**config.mk**
```make
export PLATFORM = sky130hd
export DESIGN_NAME = mipsCore
export DESIGN_NICKNAME = d
export VERILOG_FILES = /design/src/logic/isaPkg.sv /design/src/logic/pipePkg.sv /design/src/logic/mipsCore.sv /design/src/logic/hazardUnit.sv /design/src/logic/memoryStage.sv /design/src/logic/executeStage.sv /design/src/logic/decodeStage.sv /design/src/logic/regFile.sv /design/src/logic/fetchStage.sv
export SDC_FILE = /design/constraint.sdc
export NUM_CORES = 2
export LEC_CHECK = 0
export ABC_AREA = 1
export CAP_MARGIN = 30
export CELL_PAD_IN_SITES_DETAIL_PLACEMENT = 1
export CELL_PAD_IN_SITES_GLOBAL_PLACEMENT = 2
export CORE_UTILIZATION = 30
export DETAILED_ROUTE_END_ITERATION = 7
export DONT_BUFFER_PORTS = 1
export PLACE_DENSITY_LB_ADDON = 0.1
export RECOVER_POWER = 50
export SLEW_MARGIN = 20
export SYNTH_ARGS = -nofsm -noshare
export SYNTH_HDL_FRONTEND = slang
export SYNTH_SLANG_ARGS = --single-unit
```
**constraint.sdc**
```tcl
create_clock -name clk -period 11.13 [get_ports clk]
set_input_delay 0 -clock clk [delete_from_list [all_inputs] [get_ports clk]]
set_output_delay 0 -clock clk [all_outputs]
set_load 0.01 [all_outputs]
```
**src/logic/isaPkg.sv**
```systemverilog
`default_nettype none

package isaPkg;

    localparam int OPCODE_W   = 6;
    localparam int FUNCT_W    = 6;
    localparam int SHAMT_W    = 5;
    localparam int IMM_W      = 16;
    localparam int ALU_OP_W   = 4;
    localparam int REG_ADDR_W = 5;

    typedef logic [REG_ADDR_W-1:0] regAddrT;

    localparam regAddrT LINK_REG = 5'd31; // written by jal

    typedef enum logic [OPCODE_W-1:0] {
        OP_SPECIAL = 6'h00, // R-type, operation in funct
        OP_J       = 6'h02,
        OP_JAL     = 6'h03,
        OP_BEQ     = 6'h04,
        OP_BNE     = 6'h05,
        OP_ADDIU   = 6'h09,
        OP_ANDI    = 6'h0c,
        OP_ORI     = 6'h0d,
        OP_LUI     = 6'h0f,
        OP_LW      = 6'h23,
        OP_SW      = 6'h2b
    } opcodeE;

    typedef enum logic [FUNCT_W-1:0] {
        FN_SLL  = 6'h00,
        FN_SRL  = 6'h02,
        FN_ADDU = 6'h21,
        FN_SUBU = 6'h23,
        FN_AND  = 6'h24,
        FN_OR   = 6'h25,
        FN_XOR  = 6'h26,
        FN_SLT  = 6'h2a
    } functE;

    typedef enum logic [ALU_OP_W-1:0] {
        ALU_ADD, ALU_SUB, ALU_AND, ALU_OR, ALU_XOR,
        ALU_SLT, ALU_SLL, ALU_SRL, ALU_LUI,
        ALU_PASSB // nops, branches and jumps
    } aluOpE;

endpackage

`default_nettype wire
```
**src/logic/pipePkg.sv**
```systemverilog
`default_nettype none

package pipePkg;

    typedef logic [31:0] wordT;

    typedef enum logic [1:0] {
        BR_NONE,
        BR_EQ,
        BR_NE
    } branchKindE;

    typedef enum logic [1:0] {
        FWD_REG, // value read in decode
        FWD_MEM,
        FWD_WB
    } fwdSelE;

    typedef struct packed {
        logic valid;
        wordT pc;
        wordT instr;
    } ifIdT;

    typedef struct packed {
        logic                           valid;
        wordT                           pc;
        isaPkg::aluOpE                  aluOp;
        isaPkg::regAddrT                rs;
        isaPkg::regAddrT                rt;
        isaPkg::regAddrT                dest;
        wordT                           rsValue;
        wordT                           rtValue;
        wordT                           imm;
        logic [isaPkg::SHAMT_W-1:0]     shamt;
        logic                           useImm;
        logic                           regWrite;
        logic                           memRead;
        logic                           memWrite;
        branchKindE                     branchKind;
        logic                           jump;
        logic                           link;
        wordT                           jumpTarget; // branch or jump destination
    } idExT;

    typedef struct packed {
        logic            valid;
        wordT            pc;
        wordT            result;
        wordT            storeData;
        isaPkg::regAddrT dest;
        logic            regWrite;
        logic            memRead;
        logic            memWrite;
    } exMemT;

    typedef struct packed {
        logic            valid;
        wordT            pc;
        isaPkg::regAddrT dest;
        wordT            data;
        logic            regWrite;
    } memWbT;

    typedef struct packed {
        logic taken;
        wordT target;
    } redirectT;

endpackage

`default_nettype wire

```
**src/logic/mipsCore.sv**
```systemverilog
`timescale 1ns/1ps
`default_nettype none

module mipsCore #(
    parameter pipePkg::wordT RESET_PC = '0
) (
    input  wire             clk,
    input  wire             rst_i,
    output pipePkg::wordT   imemAddr_o,
    input  pipePkg::wordT   imemData_i,
    output logic            dmemEn_o,
    output logic            dmemWe_o,
    output pipePkg::wordT   dmemAddr_o,
    output pipePkg::wordT   dmemWdata_o,
    input  pipePkg::wordT   dmemRdata_i,
    output logic            wbValid_o,
    output pipePkg::wordT   wbPc_o,
    output pipePkg::wordT   wbData_o,
    output isaPkg::regAddrT wbReg_o
);

    pipePkg::ifIdT     ifId;
    pipePkg::idExT     idEx;
    pipePkg::exMemT    exMem;
    pipePkg::memWbT    memWb;
    pipePkg::redirectT redirect;
    pipePkg::fwdSelE   fwdA, fwdB;
    pipePkg::wordT     rsData, rtData, memFwd;
    isaPkg::regAddrT   rsAddr, rtAddr;
    logic              stall, squash;

    fetchStage #(.RESET_PC(RESET_PC)) fetchStage_inst (
        .clk(clk), .rst_i(rst_i),
        .stall_i(stall), .squash_i(squash),
        .redirect_i(redirect), .instr_i(imemData_i),
        .pc_o(imemAddr_o), .ifId_o(ifId)
    );

    regFile regFile_inst (
        .clk(clk),
        .raddrA_i(rsAddr), .raddrB_i(rtAddr),
        .rdataA_o(rsData), .rdataB_o(rtData),
        .wb_i(memWb)
    );

    decodeStage decodeStage_inst (
        .clk(clk), .rst_i(rst_i),
        .stall_i(stall), .squash_i(squash),
        .ifId_i(ifId), .rsData_i(rsData), .rtData_i(rtData),
        .rsAddr_o(rsAddr), .rtAddr_o(rtAddr), .idEx_o(idEx)
    );

    executeStage executeStage_inst (
        .clk(clk), .rst_i(rst_i),
        .idEx_i(idEx), .fwdA_i(fwdA), .fwdB_i(fwdB),
        .memFwd_i(memFwd), .wbFwd_i(memWb),
        .redirect_o(redirect), .exMem_o(exMem)
    );

    memoryStage memoryStage_inst (
        .clk(clk), .rst_i(rst_i),
        .exMem_i(exMem), .dmemRdata_i(dmemRdata_i),
        .dmemEn_o(dmemEn_o), .dmemWe_o(dmemWe_o),
        .dmemAddr_o(dmemAddr_o), .dmemWdata_o(dmemWdata_o),
        .memFwd_o(memFwd), .memWb_o(memWb)
    );

    hazardUnit hazardUnit_inst (
        .idEx_i(idEx), .exMem_i(exMem), .memWb_i(memWb),
        .rsAddr_i(rsAddr), .rtAddr_i(rtAddr), .redirect_i(redirect),
        .stall_o(stall), .squash_o(squash),
        .fwdA_o(fwdA), .fwdB_o(fwdB)
    );

    // trace, regWrite already implies valid and a nonzero dest
    assign wbValid_o = memWb.regWrite;
    assign wbPc_o    = memWb.pc;
    assign wbReg_o   = memWb.dest;
    assign wbData_o  = memWb.data;

endmodule

`default_nettype wire

```
**src/logic/hazardUnit.sv**
```systemverilog
`timescale 1ns/1ps
`default_nettype none

module hazardUnit (
    input  pipePkg::idExT     idEx_i,
    input  pipePkg::exMemT    exMem_i,
    input  pipePkg::memWbT    memWb_i,
    input  isaPkg::regAddrT   rsAddr_i,
    input  isaPkg::regAddrT   rtAddr_i,
    input  pipePkg::redirectT redirect_i,
    output logic              stall_o,
    output logic              squash_o,
    output pipePkg::fwdSelE   fwdA_o,
    output pipePkg::fwdSelE   fwdB_o
);

    logic loadInEx;

    // memory stage is younger, so it wins over writeback
    function automatic pipePkg::fwdSelE pickSource(
        input isaPkg::regAddrT src,
        input pipePkg::exMemT  ex,
        input pipePkg::memWbT  wb
    );
        if (ex.regWrite && !ex.memRead && ex.dest == src) begin
            return pipePkg::FWD_MEM;
        end else if (wb.regWrite && wb.dest == src) begin
            return pipePkg::FWD_WB;
        end
        return pipePkg::FWD_REG;
    endfunction

    assign fwdA_o = pickSource(idEx_i.rs, exMem_i, memWb_i);
    assign fwdB_o = pickSource(idEx_i.rt, exMem_i, memWb_i);

    // regWrite is never set for r0, so no zero check here
    assign loadInEx = idEx_i.memRead && idEx_i.regWrite;
    assign stall_o  = loadInEx && (idEx_i.dest == rsAddr_i || idEx_i.dest == rtAddr_i);

    assign squash_o = redirect_i.taken;

endmodule

`default_nettype wire

```
**src/logic/memoryStage.sv**
```systemverilog
`timescale 1ns/1ps
`default_nettype none

module memoryStage (
    input  wire            clk,
    input  wire            rst_i,
    input  pipePkg::exMemT exMem_i,
    input  pipePkg::wordT  dmemRdata_i,
    output logic           dmemEn_o,
    output logic           dmemWe_o,
    output pipePkg::wordT  dmemAddr_o,
    output pipePkg::wordT  dmemWdata_o,
    output pipePkg::wordT  memFwd_o,
    output pipePkg::memWbT memWb_o
);

    assign dmemEn_o    = exMem_i.valid && (exMem_i.memRead || exMem_i.memWrite);
    assign dmemWe_o    = exMem_i.valid && exMem_i.memWrite;
    assign dmemAddr_o  = exMem_i.result;
    assign dmemWdata_o = exMem_i.storeData;

    // load data is never forwarded from here, hazard unit stalls instead
    assign memFwd_o = exMem_i.result;

    always_ff @(posedge clk) begin
        if (rst_i) begin
            memWb_o <= '0;
        end else begin
            memWb_o.valid    <= exMem_i.valid;
            memWb_o.pc       <= exMem_i.pc;
            memWb_o.dest     <= exMem_i.dest;
            memWb_o.data     <= exMem_i.memRead ? dmemRdata_i : exMem_i.result;
            memWb_o.regWrite <= exMem_i.valid && exMem_i.regWrite;
        end
    end

endmodule

`default_nettype wire

```
**src/logic/executeStage.sv**
```systemverilog
`timescale 1ns/1ps
`default_nettype none

module executeStage (
    input  wire               clk,
    input  wire               rst_i,
    input  pipePkg::idExT     idEx_i,
    input  pipePkg::fwdSelE   fwdA_i,
    input  pipePkg::fwdSelE   fwdB_i,
    input  pipePkg::wordT     memFwd_i,
    input  pipePkg::memWbT    wbFwd_i,
    output pipePkg::redirectT redirect_o,
    output pipePkg::exMemT    exMem_o
);

    pipePkg::wordT rsVal;
    pipePkg::wordT rtVal;
    pipePkg::wordT opB;
    pipePkg::wordT aluOut;
    logic          branchTaken;

    function automatic pipePkg::wordT pickOperand(
        input pipePkg::fwdSelE sel,
        input pipePkg::wordT   regVal,
        input pipePkg::wordT   memVal,
        input pipePkg::wordT   wbVal
    );
        case (sel)
            pipePkg::FWD_MEM: return memVal;
            pipePkg::FWD_WB:  return wbVal;
            default:          return regVal;
        endcase
    endfunction

    assign rsVal = pickOperand(fwdA_i, idEx_i.rsValue, memFwd_i, wbFwd_i.data);
    assign rtVal = pickOperand(fwdB_i, idEx_i.rtValue, memFwd_i, wbFwd_i.data);
    assign opB   = idEx_i.useImm ? idEx_i.imm : rtVal;

    always_comb begin
        case (idEx_i.aluOp)
            isaPkg::ALU_ADD: aluOut = rsVal + opB;
            isaPkg::ALU_SUB: aluOut = rsVal - opB;
            isaPkg::ALU_AND: aluOut = rsVal & opB;
            isaPkg::ALU_OR:  aluOut = rsVal | opB;
            isaPkg::ALU_XOR: aluOut = rsVal ^ opB;
            isaPkg::ALU_SLT: aluOut = {31'b0, $signed(rsVal) < $signed(opB)};
            isaPkg::ALU_SLL: aluOut = opB << idEx_i.shamt;
            isaPkg::ALU_SRL: aluOut = opB >> idEx_i.shamt;
            isaPkg::ALU_LUI: aluOut = {opB[15:0], 16'b0};
            default:         aluOut = opB;
        endcase
    end

    always_comb begin
        case (idEx_i.branchKind)
            pipePkg::BR_EQ: branchTaken = (rsVal == rtVal);
            pipePkg::BR_NE: branchTaken = (rsVal != rtVal);
            default:        branchTaken = 1'b0;
        endcase
    end

    // no delay slot, younger instructions get squashed
    assign redirect_o.taken  = idEx_i.valid && (idEx_i.jump || branchTaken);
    assign redirect_o.target = idEx_i.jumpTarget;

    always_ff @(posedge clk) begin
        if (rst_i) begin
            exMem_o <= '0;
        end else begin
            exMem_o.valid     <= idEx_i.valid;
            exMem_o.pc        <= idEx_i.pc;
            exMem_o.result    <= idEx_i.link ? idEx_i.pc + 32'd4 : aluOut; // jal links pc+4
            exMem_o.storeData <= rtVal;
            exMem_o.dest      <= idEx_i.dest;
            exMem_o.regWrite  <= idEx_i.regWrite;
            exMem_o.memRead   <= idEx_i.memRead;
            exMem_o.memWrite  <= idEx_i.memWrite;
        end
    end

endmodule

`default_nettype wire

```
**src/logic/decodeStage.sv**
```systemverilog
`timescale 1ns/1ps
`default_nettype none

module decodeStage (
    input  wire             clk,
    input  wire             rst_i,
    input  wire             stall_i,
    input  wire             squash_i,
    input  pipePkg::ifIdT   ifId_i,
    input  pipePkg::wordT   rsData_i,
    input  pipePkg::wordT   rtData_i,
    output isaPkg::regAddrT rsAddr_o,
    output isaPkg::regAddrT rtAddr_o,
    output pipePkg::idExT   idEx_o
);

    isaPkg::opcodeE              opcode;
    isaPkg::functE               funct;
    isaPkg::regAddrT             rdAddr;
    logic [isaPkg::IMM_W-1:0]    imm16;
    pipePkg::wordT               pcPlus4;
    pipePkg::wordT               immSext;
    pipePkg::idExT               dec;
    logic                        writesReg;

    assign opcode   = isaPkg::opcodeE'(ifId_i.instr[31:26]);
    assign funct    = isaPkg::functE'(ifId_i.instr[5:0]);
    assign rsAddr_o = ifId_i.instr[25:21];
    assign rtAddr_o = ifId_i.instr[20:16];
    assign rdAddr   = ifId_i.instr[15:11];
    assign imm16    = ifId_i.instr[15:0];
    assign pcPlus4  = ifId_i.pc + 32'd4;
    assign immSext  = {{(32 - isaPkg::IMM_W){imm16[isaPkg::IMM_W-1]}}, imm16};

    always_comb begin
        dec            = '0;
        dec.valid      = ifId_i.valid;
        dec.pc         = ifId_i.pc;
        dec.rs         = rsAddr_o;
        dec.rt         = rtAddr_o;
        dec.dest       = rtAddr_o; // I-type default
        dec.rsValue    = rsData_i;
        dec.rtValue    = rtData_i;
        dec.imm        = immSext;
        dec.shamt      = ifId_i.instr[10:6];
        dec.aluOp      = isaPkg::ALU_PASSB;
        dec.branchKind = pipePkg::BR_NONE;
        dec.jumpTarget = pcPlus4 + {immSext[29:0], 2'b00};
        writesReg      = 1'b0;
        case (opcode)
            isaPkg::OP_SPECIAL: begin
                dec.dest  = rdAddr;
                writesReg = 1'b1;
                case (funct)
                    isaPkg::FN_SLL:  dec.aluOp = isaPkg::ALU_SLL;
                    isaPkg::FN_SRL:  dec.aluOp = isaPkg::ALU_SRL;
                    isaPkg::FN_ADDU: dec.aluOp = isaPkg::ALU_ADD;
                    isaPkg::FN_SUBU: dec.aluOp = isaPkg::ALU_SUB;
                    isaPkg::FN_AND:  dec.aluOp = isaPkg::ALU_AND;
                    isaPkg::FN_OR:   dec.aluOp = isaPkg::ALU_OR;
                    isaPkg::FN_XOR:  dec.aluOp = isaPkg::ALU_XOR;
                    isaPkg::FN_SLT:  dec.aluOp = isaPkg::ALU_SLT;
                    default:         writesReg = 1'b0; // unknown funct, nop
                endcase
            end
            isaPkg::OP_ADDIU, isaPkg::OP_LW: begin
                dec.aluOp   = isaPkg::ALU_ADD;
                dec.useImm  = 1'b1;
                dec.memRead = (opcode == isaPkg::OP_LW);
                writesReg   = 1'b1;
            end
            isaPkg::OP_SW: begin
                dec.aluOp    = isaPkg::ALU_ADD;
                dec.useImm   = 1'b1;
                dec.memWrite = 1'b1;
            end
            isaPkg::OP_ANDI, isaPkg::OP_ORI: begin
                dec.aluOp  = (opcode == isaPkg::OP_ANDI) ? isaPkg::ALU_AND : isaPkg::ALU_OR;
                dec.imm    = {{(32 - isaPkg::IMM_W){1'b0}}, imm16}; // zero extended
                dec.useImm = 1'b1;
                writesReg  = 1'b1;
            end
            isaPkg::OP_LUI: begin
                dec.aluOp  = isaPkg::ALU_LUI;
                dec.useImm = 1'b1;
                writesReg  = 1'b1;
            end
            isaPkg::OP_BEQ: dec.branchKind = pipePkg::BR_EQ;
            isaPkg::OP_BNE: dec.branchKind = pipePkg::BR_NE;
            isaPkg::OP_J, isaPkg::OP_JAL: begin
                dec.jump       = 1'b1;
                dec.jumpTarget = {pcPlus4[31:28], ifId_i.instr[25:0], 2'b00};
                if (opcode == isaPkg::OP_JAL) begin
                    dec.link  = 1'b1;
                    dec.dest  = isaPkg::LINK_REG;
                    writesReg = 1'b1;
                end
            end
            default: ; // undefined opcode runs as nop
        endcase
        dec.regWrite = writesReg && (dec.dest != '0);
        if (!ifId_i.valid) begin
            dec = '0;
        end
    end

    always_ff @(posedge clk) begin
        if (rst_i || stall_i || squash_i) begin
            idEx_o <= '0; // bubble
        end else begin
            idEx_o <= dec;
        end
    end

endmodule

`default_nettype wire

```
**src/logic/regFile.sv**
```systemverilog
`timescale 1ns/1ps
`default_nettype none

module regFile (
    input  wire             clk,
    input  isaPkg::regAddrT raddrA_i,
    input  isaPkg::regAddrT raddrB_i,
    output pipePkg::wordT   rdataA_o,
    output pipePkg::wordT   rdataB_o,
    input  pipePkg::memWbT  wb_i
);

    pipePkg::wordT regs [32];

    logic writeEn;

    assign writeEn = wb_i.regWrite && (wb_i.dest != '0);

    always_ff @(posedge clk) begin
        if (writeEn) begin
            regs[wb_i.dest] <= wb_i.data;
        end
    end

    // writeback in the same cycle bypasses the array
    always_comb begin
        if (raddrA_i == '0) begin
            rdataA_o = '0;
        end else if (writeEn && wb_i.dest == raddrA_i) begin
            rdataA_o = wb_i.data;
        end else begin
            rdataA_o = regs[raddrA_i];
        end
    end

    always_comb begin
        if (raddrB_i == '0) begin
            rdataB_o = '0;
        end else if (writeEn && wb_i.dest == raddrB_i) begin
            rdataB_o = wb_i.data;
        end else begin
            rdataB_o = regs[raddrB_i];
        end
    end

endmodule

`default_nettype wire

```
**src/logic/fetchStage.sv**
```systemverilog
`timescale 1ns/1ps
`default_nettype none

module fetchStage #(
    parameter pipePkg::wordT RESET_PC = '0
) (
    input  wire               clk,
    input  wire               rst_i,
    input  wire               stall_i,
    input  wire               squash_i,
    input  pipePkg::redirectT redirect_i,
    input  pipePkg::wordT     instr_i,
    output pipePkg::wordT     pc_o,
    output pipePkg::ifIdT     ifId_o
);

    pipePkg::wordT pc;
    pipePkg::wordT pcNext;

    always_comb begin
        if (redirect_i.taken) begin
            pcNext = redirect_i.target;
        end else if (stall_i) begin
            pcNext = pc; // load-use hold
        end else begin
            pcNext = pc + 32'd4;
        end
    end

    always_ff @(posedge clk) begin
        if (rst_i) begin
            pc <= RESET_PC;
        end else begin
            pc <= pcNext;
        end
    end

    // wrong-path fetch is dropped on squash
    always_ff @(posedge clk) begin
        if (rst_i || squash_i) begin
            ifId_o <= '0;
        end else if (!stall_i) begin
            ifId_o.valid <= 1'b1;
            ifId_o.pc    <= pc;
            ifId_o.instr <= instr_i;
        end
    end

    assign pc_o = pc;

endmodule

`default_nettype wire

```
Yosys cells after proc, flatten, opt, wreduce, memory -nomap -nowiden
Memory sizes are Yosys's and may differ from the RTL's. A register that Yosys moved wholly into a read port is not among the register bits. Index checks and enable logic that the tools add are counted. W data, S select, Z words.

Word-level logic and storage cells: 181. Input port bits: 66. Bits in registers: 450. Memories: 1. Output and inout port bits: 168. Memory bits (writable): 1024.

Memory list: regFile_inst.regs (words 32, bits a word 32, rd ports 2, clocked after memory_dff 2, write ports 1, line regFile.sv:13) `pipePkg::wordT regs [32];`.

Magnitude comparators: 1. Equality and inequality tests: 42. Bitwise operators: 6. Add/sub/neg operators: 6. Reduce and logical (&&, ||, !) cells: 43. Shift-type cells: 2. Mux-type cells: 44.

Operator list (number): $mux W32 (10); $pmux W32 S9 (1); $mux W193 (1); $pmux W32 S2 (2); $add A32 B3 Y32 const B (3); $add A32 B32 Y32 (2); $eq A6 B6 Y1 const B (8); $eq A5 B5 Y1 (8); $mux W34 (1); $and A32 B32 Y32 (1); $eq A32 B32 Y1 (1); $lt A32 B32 Y1 (1); $ne A32 B32 Y1 (1); $or A32 B32 Y32 (1); $pmux W4 S8 (1); $shl A32 B5 Y32 (1); $shr A32 B5 Y32 (1); $sub A32 B32 Y32 (1); $xor A32 B32 Y32 (1); $mux W5 (5); $eq A6 B4 Y1 const B (4); $eq A6 B2 Y1 const B (3); $eq A4 B3 Y1 const B (4); $pmux W4 S4 (1); other kinds (27) (81).

Logic depth before layout (Yosys ltp)
Word-level depth: 13. Depth in mapped cells: 33. Gate-level depth less buffers: 30.

Cells and area by module
Synthesis repeated with hierarchy kept, for this count alone.

Cells, all modules: 11388. Area, all modules: 86011.2 µm².

By module, submodules not included: regFile (sequential area each 30749.5 µm², area an instance 53745.3 µm², times used 1, cells an instance 6186); executeStage (sequential area each 2102.0 µm², area an instance 15838.9 µm², times used 1, cells an instance 2826); decodeStage (sequential area each 3463.3 µm², area an instance 8440.6 µm², times used 1, cells an instance 1212); fetchStage (sequential area each 1941.9 µm², area an instance 4325.4 µm², times used 1, cells an instance 632); memoryStage (sequential area each 1421.4 µm², area an instance 3166.8 µm², times used 1, cells an instance 424); hazardUnit (sequential area each 0.0 µm², area an instance 494.2 µm², times used 1, cells an instance 108).

Worst setup path after synthesis
No wires, ideal clock.

Path kind: reg2reg. From: register memoryStage_inst.memWb_o[34] in the netlist's numbering. To: register executeStage_inst.exMem_o[58] in the netlist's numbering. Slack: 7.223 ns. Library setup time: 0.132 ns. Data required time: 10.998 ns. Stages on the path, launching flop included: 30. Arrival: 3.775 ns. Path buffers: 3. Clock period less this slack: 3.907 ns. Cells stage by stage: dfxtp_1 > buf_2 > inv_2 > nand2_1 > nand2_1 > nor2_1 > nand2_1 > nor2_2 > buf_2 > nand3_1 > nand3_1 > nand2_1 > nand2_1 > inv_1 > ha_1 > clkbuf_1 > inv_1 > a21oi_1 > o21ai_0 > nand3_1 > nand3_1 > a21boi_0 > o21ai_0 > or2_2 > nand3_1 > nand4_1 > nor2_1 > nand3_1 > nand2_1 > a21oi_1.

Cells in the longest elaborated chain, start to end: 11. Elaborated cells between the ends (all ways): 26. Those cells by class: add/sub: 2; eq/ne: 6; shift: 2; mux: 11; bitwise: 3; reduce/logical: 2.

RTL lines: from (decl) (line memoryStage.sv:14) `output pipePkg::memWbT memWb_o`; $eq A5 B5 Y1 (line hazardUnit.sv:27) `end else if (wb.regWrite && wb.dest == src) begin`; $logic_and A1 B1 Y1 (line hazardUnit.sv:27); $mux W1 (line hazardUnit.sv:27); $mux W1 (line hazardUnit.sv:25) `if (ex.regWrite && !ex.memRead && ex.dest == src) begin`; $mux W2 (line hazardUnit.sv:30) `return pipePkg::FWD_REG;`; $eq A2 B2 Y1 or $eq A2 B1 Y1 (tied branches) (line executeStage.sv:28) `case (sel)`; $pmux W32 S2 (line executeStage.sv:28); $mux W32 (line executeStage.sv:37) `assign opB = idEx_i.useImm ? idEx_i.imm : rtVal;`; $sub A32 B32 Y32 (tied with other cells) (line executeStage.sv:42) `isaPkg::ALU_SUB: aluOut = rsVal - opB;`; $pmux W32 S9 (*) (line executeStage.sv:40) `case (idEx_i.aluOp)`; $mux W32 (*) (line executeStage.sv:72) `exMem_o.result <= idEx_i.link ? idEx_i.pc + 32'd4 : aluOut;`; to (decl) (line executeStage.sv:13) `output pipePkg::exMemT exMem_o`.

Every way passes the cells marked *; elsewhere a longest branch is shown, timed or not. A chain may end at the register's enable or synchronous reset.

Final worst setup path
From: register memoryStage_inst.memWb_o[19] in the netlist's numbering. To: register fetchStage_inst.pc[4] (netlist: fetchStage_inst.pc_o[4]).

Cells in the longest elaborated chain, start to end: 6. Elaborated cells between the ends (all ways): 9. Those cells by class: eq/ne: 3; mux: 4; reduce/logical: 2.

RTL lines: $pmux W32 S2 (line executeStage.sv:28); $ne A32 B32 Y1 or $eq A32 B32 Y1 (tied branches) (line executeStage.sv:57, executeStage.sv:56); $pmux W1 S2 (*) (line executeStage.sv:55) `case (idEx_i.branchKind)`; $logic_or A1 B1 Y1 (*) (line executeStage.sv:63) `assign redirect_o.taken = idEx_i.valid && (idEx_i.jump || branchTaken);`; $logic_and A1 B1 Y1 (*) (line executeStage.sv:63); $ne A2 B2 Y1 (no source line) or $mux W32 (tied branches); to (signal assigned) (line fetchStage.sv:34) `pc <= pcNext;`; to (decl) (line fetchStage.sv:17) `pipePkg::wordT pc;`.

Marked as above.

==> flow_metrics.tcl <==
set metrics [dict create \
    r2r-start "memoryStage_inst.memWb_o[19]" \
    seq_area_frac_synth 0.500 \
    dpl.cell_count 12565 \
    r2r_cells 20 \
    fin_area_sq_mm 0.0900 \
    rsz0062_at_grt "false" \
    die_w_um 517 \
    whs_endpoint "memoryStage_inst.memWb_o[26]" \
    first_pass_iters 6 \
    worstPathArrival_ns 8.36 \
    place_hpwl_um 276000 \
    clkSinkCount 1479 \
    setup_ws_ns 3.58 \
    drt_iter0_drc 7351 \
    synth_top_area_frac 0.386 \
    max_freq_ghz 0.132 \
    utilization 0.342 \
    synth.area.top_cells "edfxtp_1, dfxtp_1, o21ai_0" \
    grtUsageTotal 0.308 \
    gp_congestion 0.967 \
    dpl_cell_area_sq_mm 0.0830 \
    synth_seq_cells 1479 \
    root_buffer "clkbuf_16" \
    setup-tns-final_ns 0 \
    synth_enable_flop_cells 1024 \
    skew_ns 0.0632 \
    fin_cells 13041 \
    post_drt_wl_per_cell_um 32.5 \
    clock_latency_ns 0.88 \
    slew_viol_final 1184 \
    grt_first_pass_wirelength_um 587000 \
    r2r_end "fetchStage_inst.pc_o[4]" \
    yosysUniqueCellTypes 58 \
    die_h_um 517 \
    p_leak_uw 0.0329 \
    initial_core_util 0.303 \
    yosys_warnings 0 \
    syn2layout_area_growth_pct 13.0 \
    crit_required_ns 11.94 \
    vias 75008 \
    core_sq_mm 0.263 \
    status "finished, violations left" \
    grt_pass1_vias 74389 \
    ir_worst_vdd_mv 0.108 \
    finalSetupViolations 0 \
    cts_tree "built" \
    path_class "reg -> reg" \
    hp-start "dmemRdata_i[25]" \
    maxCapViolations 35 \
    synth_commonest_cells "o21ai_0, nor2_1, edfxtp_1, nand2_1, nand3_1" \
    ys_async_sr_fraction 0 \
    die_area_sq_mm 0.268 \
    finalCriticalPeriod_ns 7.55 \
    cts_max_level 4 \
    antenna_found_initial 32 \
    io-pin-count 234 \
    synth_area_sq_mm 0.0797 \
    cp-end-kind "flip-flop" \
    grt_start_max_net_pins 162 \
    ctsLongestPathBuffers 4 \
    fin_nets 9559 \
    finalCritPeriodShare 0.678 \
    rows 188 \
    post_cts_buffers 0 \
    yosysTopAreaCell "edfxtp_1" \
    drive_above_1_share 0.0642 \
    cts-buffers-inserted 185 \
    grt_overflow 0 \
    finalHoldViolCount 0 \
    critPathMaxFanout 46 \
    synth-main-ff-cell "edfxtp_1" \
    violations "max-capacitance violations, max-slew violations" \
    worstSetupStartpointType "flip-flop" \
    drc 0 \
    wl_um 424000 \
    synth.most_common_cell "o21ai_0" \
    antenna_left 0 \
    clk_pin_slew_ns 0.07 \
    syn_area_per_cell_sq_um 8.31 \
    port_buffers 0 \
    power.density_mw_per_mm2 158 \
    tightest_slew_ns 3.22 \
    pre_cts_ws_ns 4.06 \
    avgViaCountPerCell 5.75 \
    hold_path_class "in -> reg" \
    hold_path_depth 3 \
    reg2reg_slack_ns 3.58 \
    slew_headroom -1.15 \
    syn_inst 9588 \
]
where the power goes:
part	switching [uW]	leakage, uW	internal (uW)
Sequential	175	0.0131	5980
Combinational	1530	0.0169	476
Clock	2600	0.00290	3460
area by class of cell:
type                    count  area (sq um)
well taps                3515          4400
repair buffers            299          2770
inverters                 799          3060
clock buffers             234          4990
flip-flops and latches   1479         39900
diodes                     11          27.5
fillers                 30550        173000
clock inverters           106           937
multi-input cells        6598         34000
routing by layer:
| metal | track usage | share of wire | vias up |
|---|---|---|---|
| met2 | 0.477 | 0.44 | 2652 |
| li1 | - | - | 33063 |
| met3 | 0.0497 | 0.065 | 634 |
| met1 | 0.435 | 0.46 | 38653 |
| met5 | 0 | 0.000097 | - |
| met4 | 0.102 | 0.038 | 6 |
sequential cells by signal, indices dropped and copies added (netlist names), named ones only:
signal and count:
memoryStage_inst.memWb_o 70, executeStage_inst.exMem_o 105, decodeStage_inst.idEx_o 173, regFile_inst.regs 1024, fetchStage_inst.ifId_o 65, fetchStage_inst.pc_o 32
critical path, stage by stage, from the launching register on:
cell and delay [ns]:
dfxtp_1 0.33, clkbuf_1 2.24, inv_1 0.23, nand3_1 0.25, inv_1 0.06, nor2_1 0.34, nand2_1 0.11, nand2_1 0.07
nand2_1 0.05, nor2_1 0.36, nand2_1 0.10, nor2_1 0.32, nand2_1 0.12, nand2_2 0.11, nand3_4 0.30, nand2_4 0.64
nand2_1 0.77, nor2_1 0.27, nor2_1 0.06, nor2_1 0.07, dlygate4sd3_1 0.55
stage by stage:
step	hold slack [ns]	total power (uW)
after CTS	0.00129	14300
after floorplan	0.135	7240
after global routing	0.0440	14600
after global placement	0.0896	8160
after detailed placement	0.0911	8170
final	0.0586	14200
worst max path at each step:
| stage | cells after the start | end | start | slack, ns |
|---|---|---|---|---|
| after floorplan | 29 | executeStage_inst.exMem_o[58] | memoryStage_inst.memWb_o[34] | 7.22 |
| after global placement | 21 | decodeStage_inst.idEx_o[14] | memoryStage_inst.memWb_o[37] | 4.05 |
| after detailed placement | 21 | decodeStage_inst.idEx_o[14] | memoryStage_inst.memWb_o[37] | 4.06 |
| after CTS | 23 | fetchStage_inst.pc_o[4] | memoryStage_inst.memWb_o[37] | 3.90 |
| after global routing | 20 | fetchStage_inst.pc_o[4] | memoryStage_inst.memWb_o[19] | 3.17 |
| final | 20 | fetchStage_inst.pc_o[4] | memoryStage_inst.memWb_o[19] | 3.58 |
layout by cell type (no fill, tap or decap), drive strengths merged, types with 256 or more instances in the layout:
cell type,count
o21ai,1647
clkbuf,264
o221ai,256
inv,796
dfxtp,455
nand3,802
a21oi,752
nor2,1284
edfxtp,1024
nand2,1022
repair_timing:
action,4_1_cts,5_1_grt
hold buffers,118,0
resized for setup,0,0
endpoints found under the hold margin,381,0
kinds of logic (layout without fill, tap and decap cells):
kind of cell    after synthesis  in the layout  share of synthesized area
simple gates               3434           3434                      0.186
compound gates             2913           2913                      0.205
buf+inv                    1542           1438                     0.0781
flops                      1479           1479                      0.500
fa+ha+maj                   131            131                     0.0209
xor+xnor                     88             88                    0.00968
other cells                   1             43                  0.0000471
No activity file was read; power rests on OpenSTA's default activity.
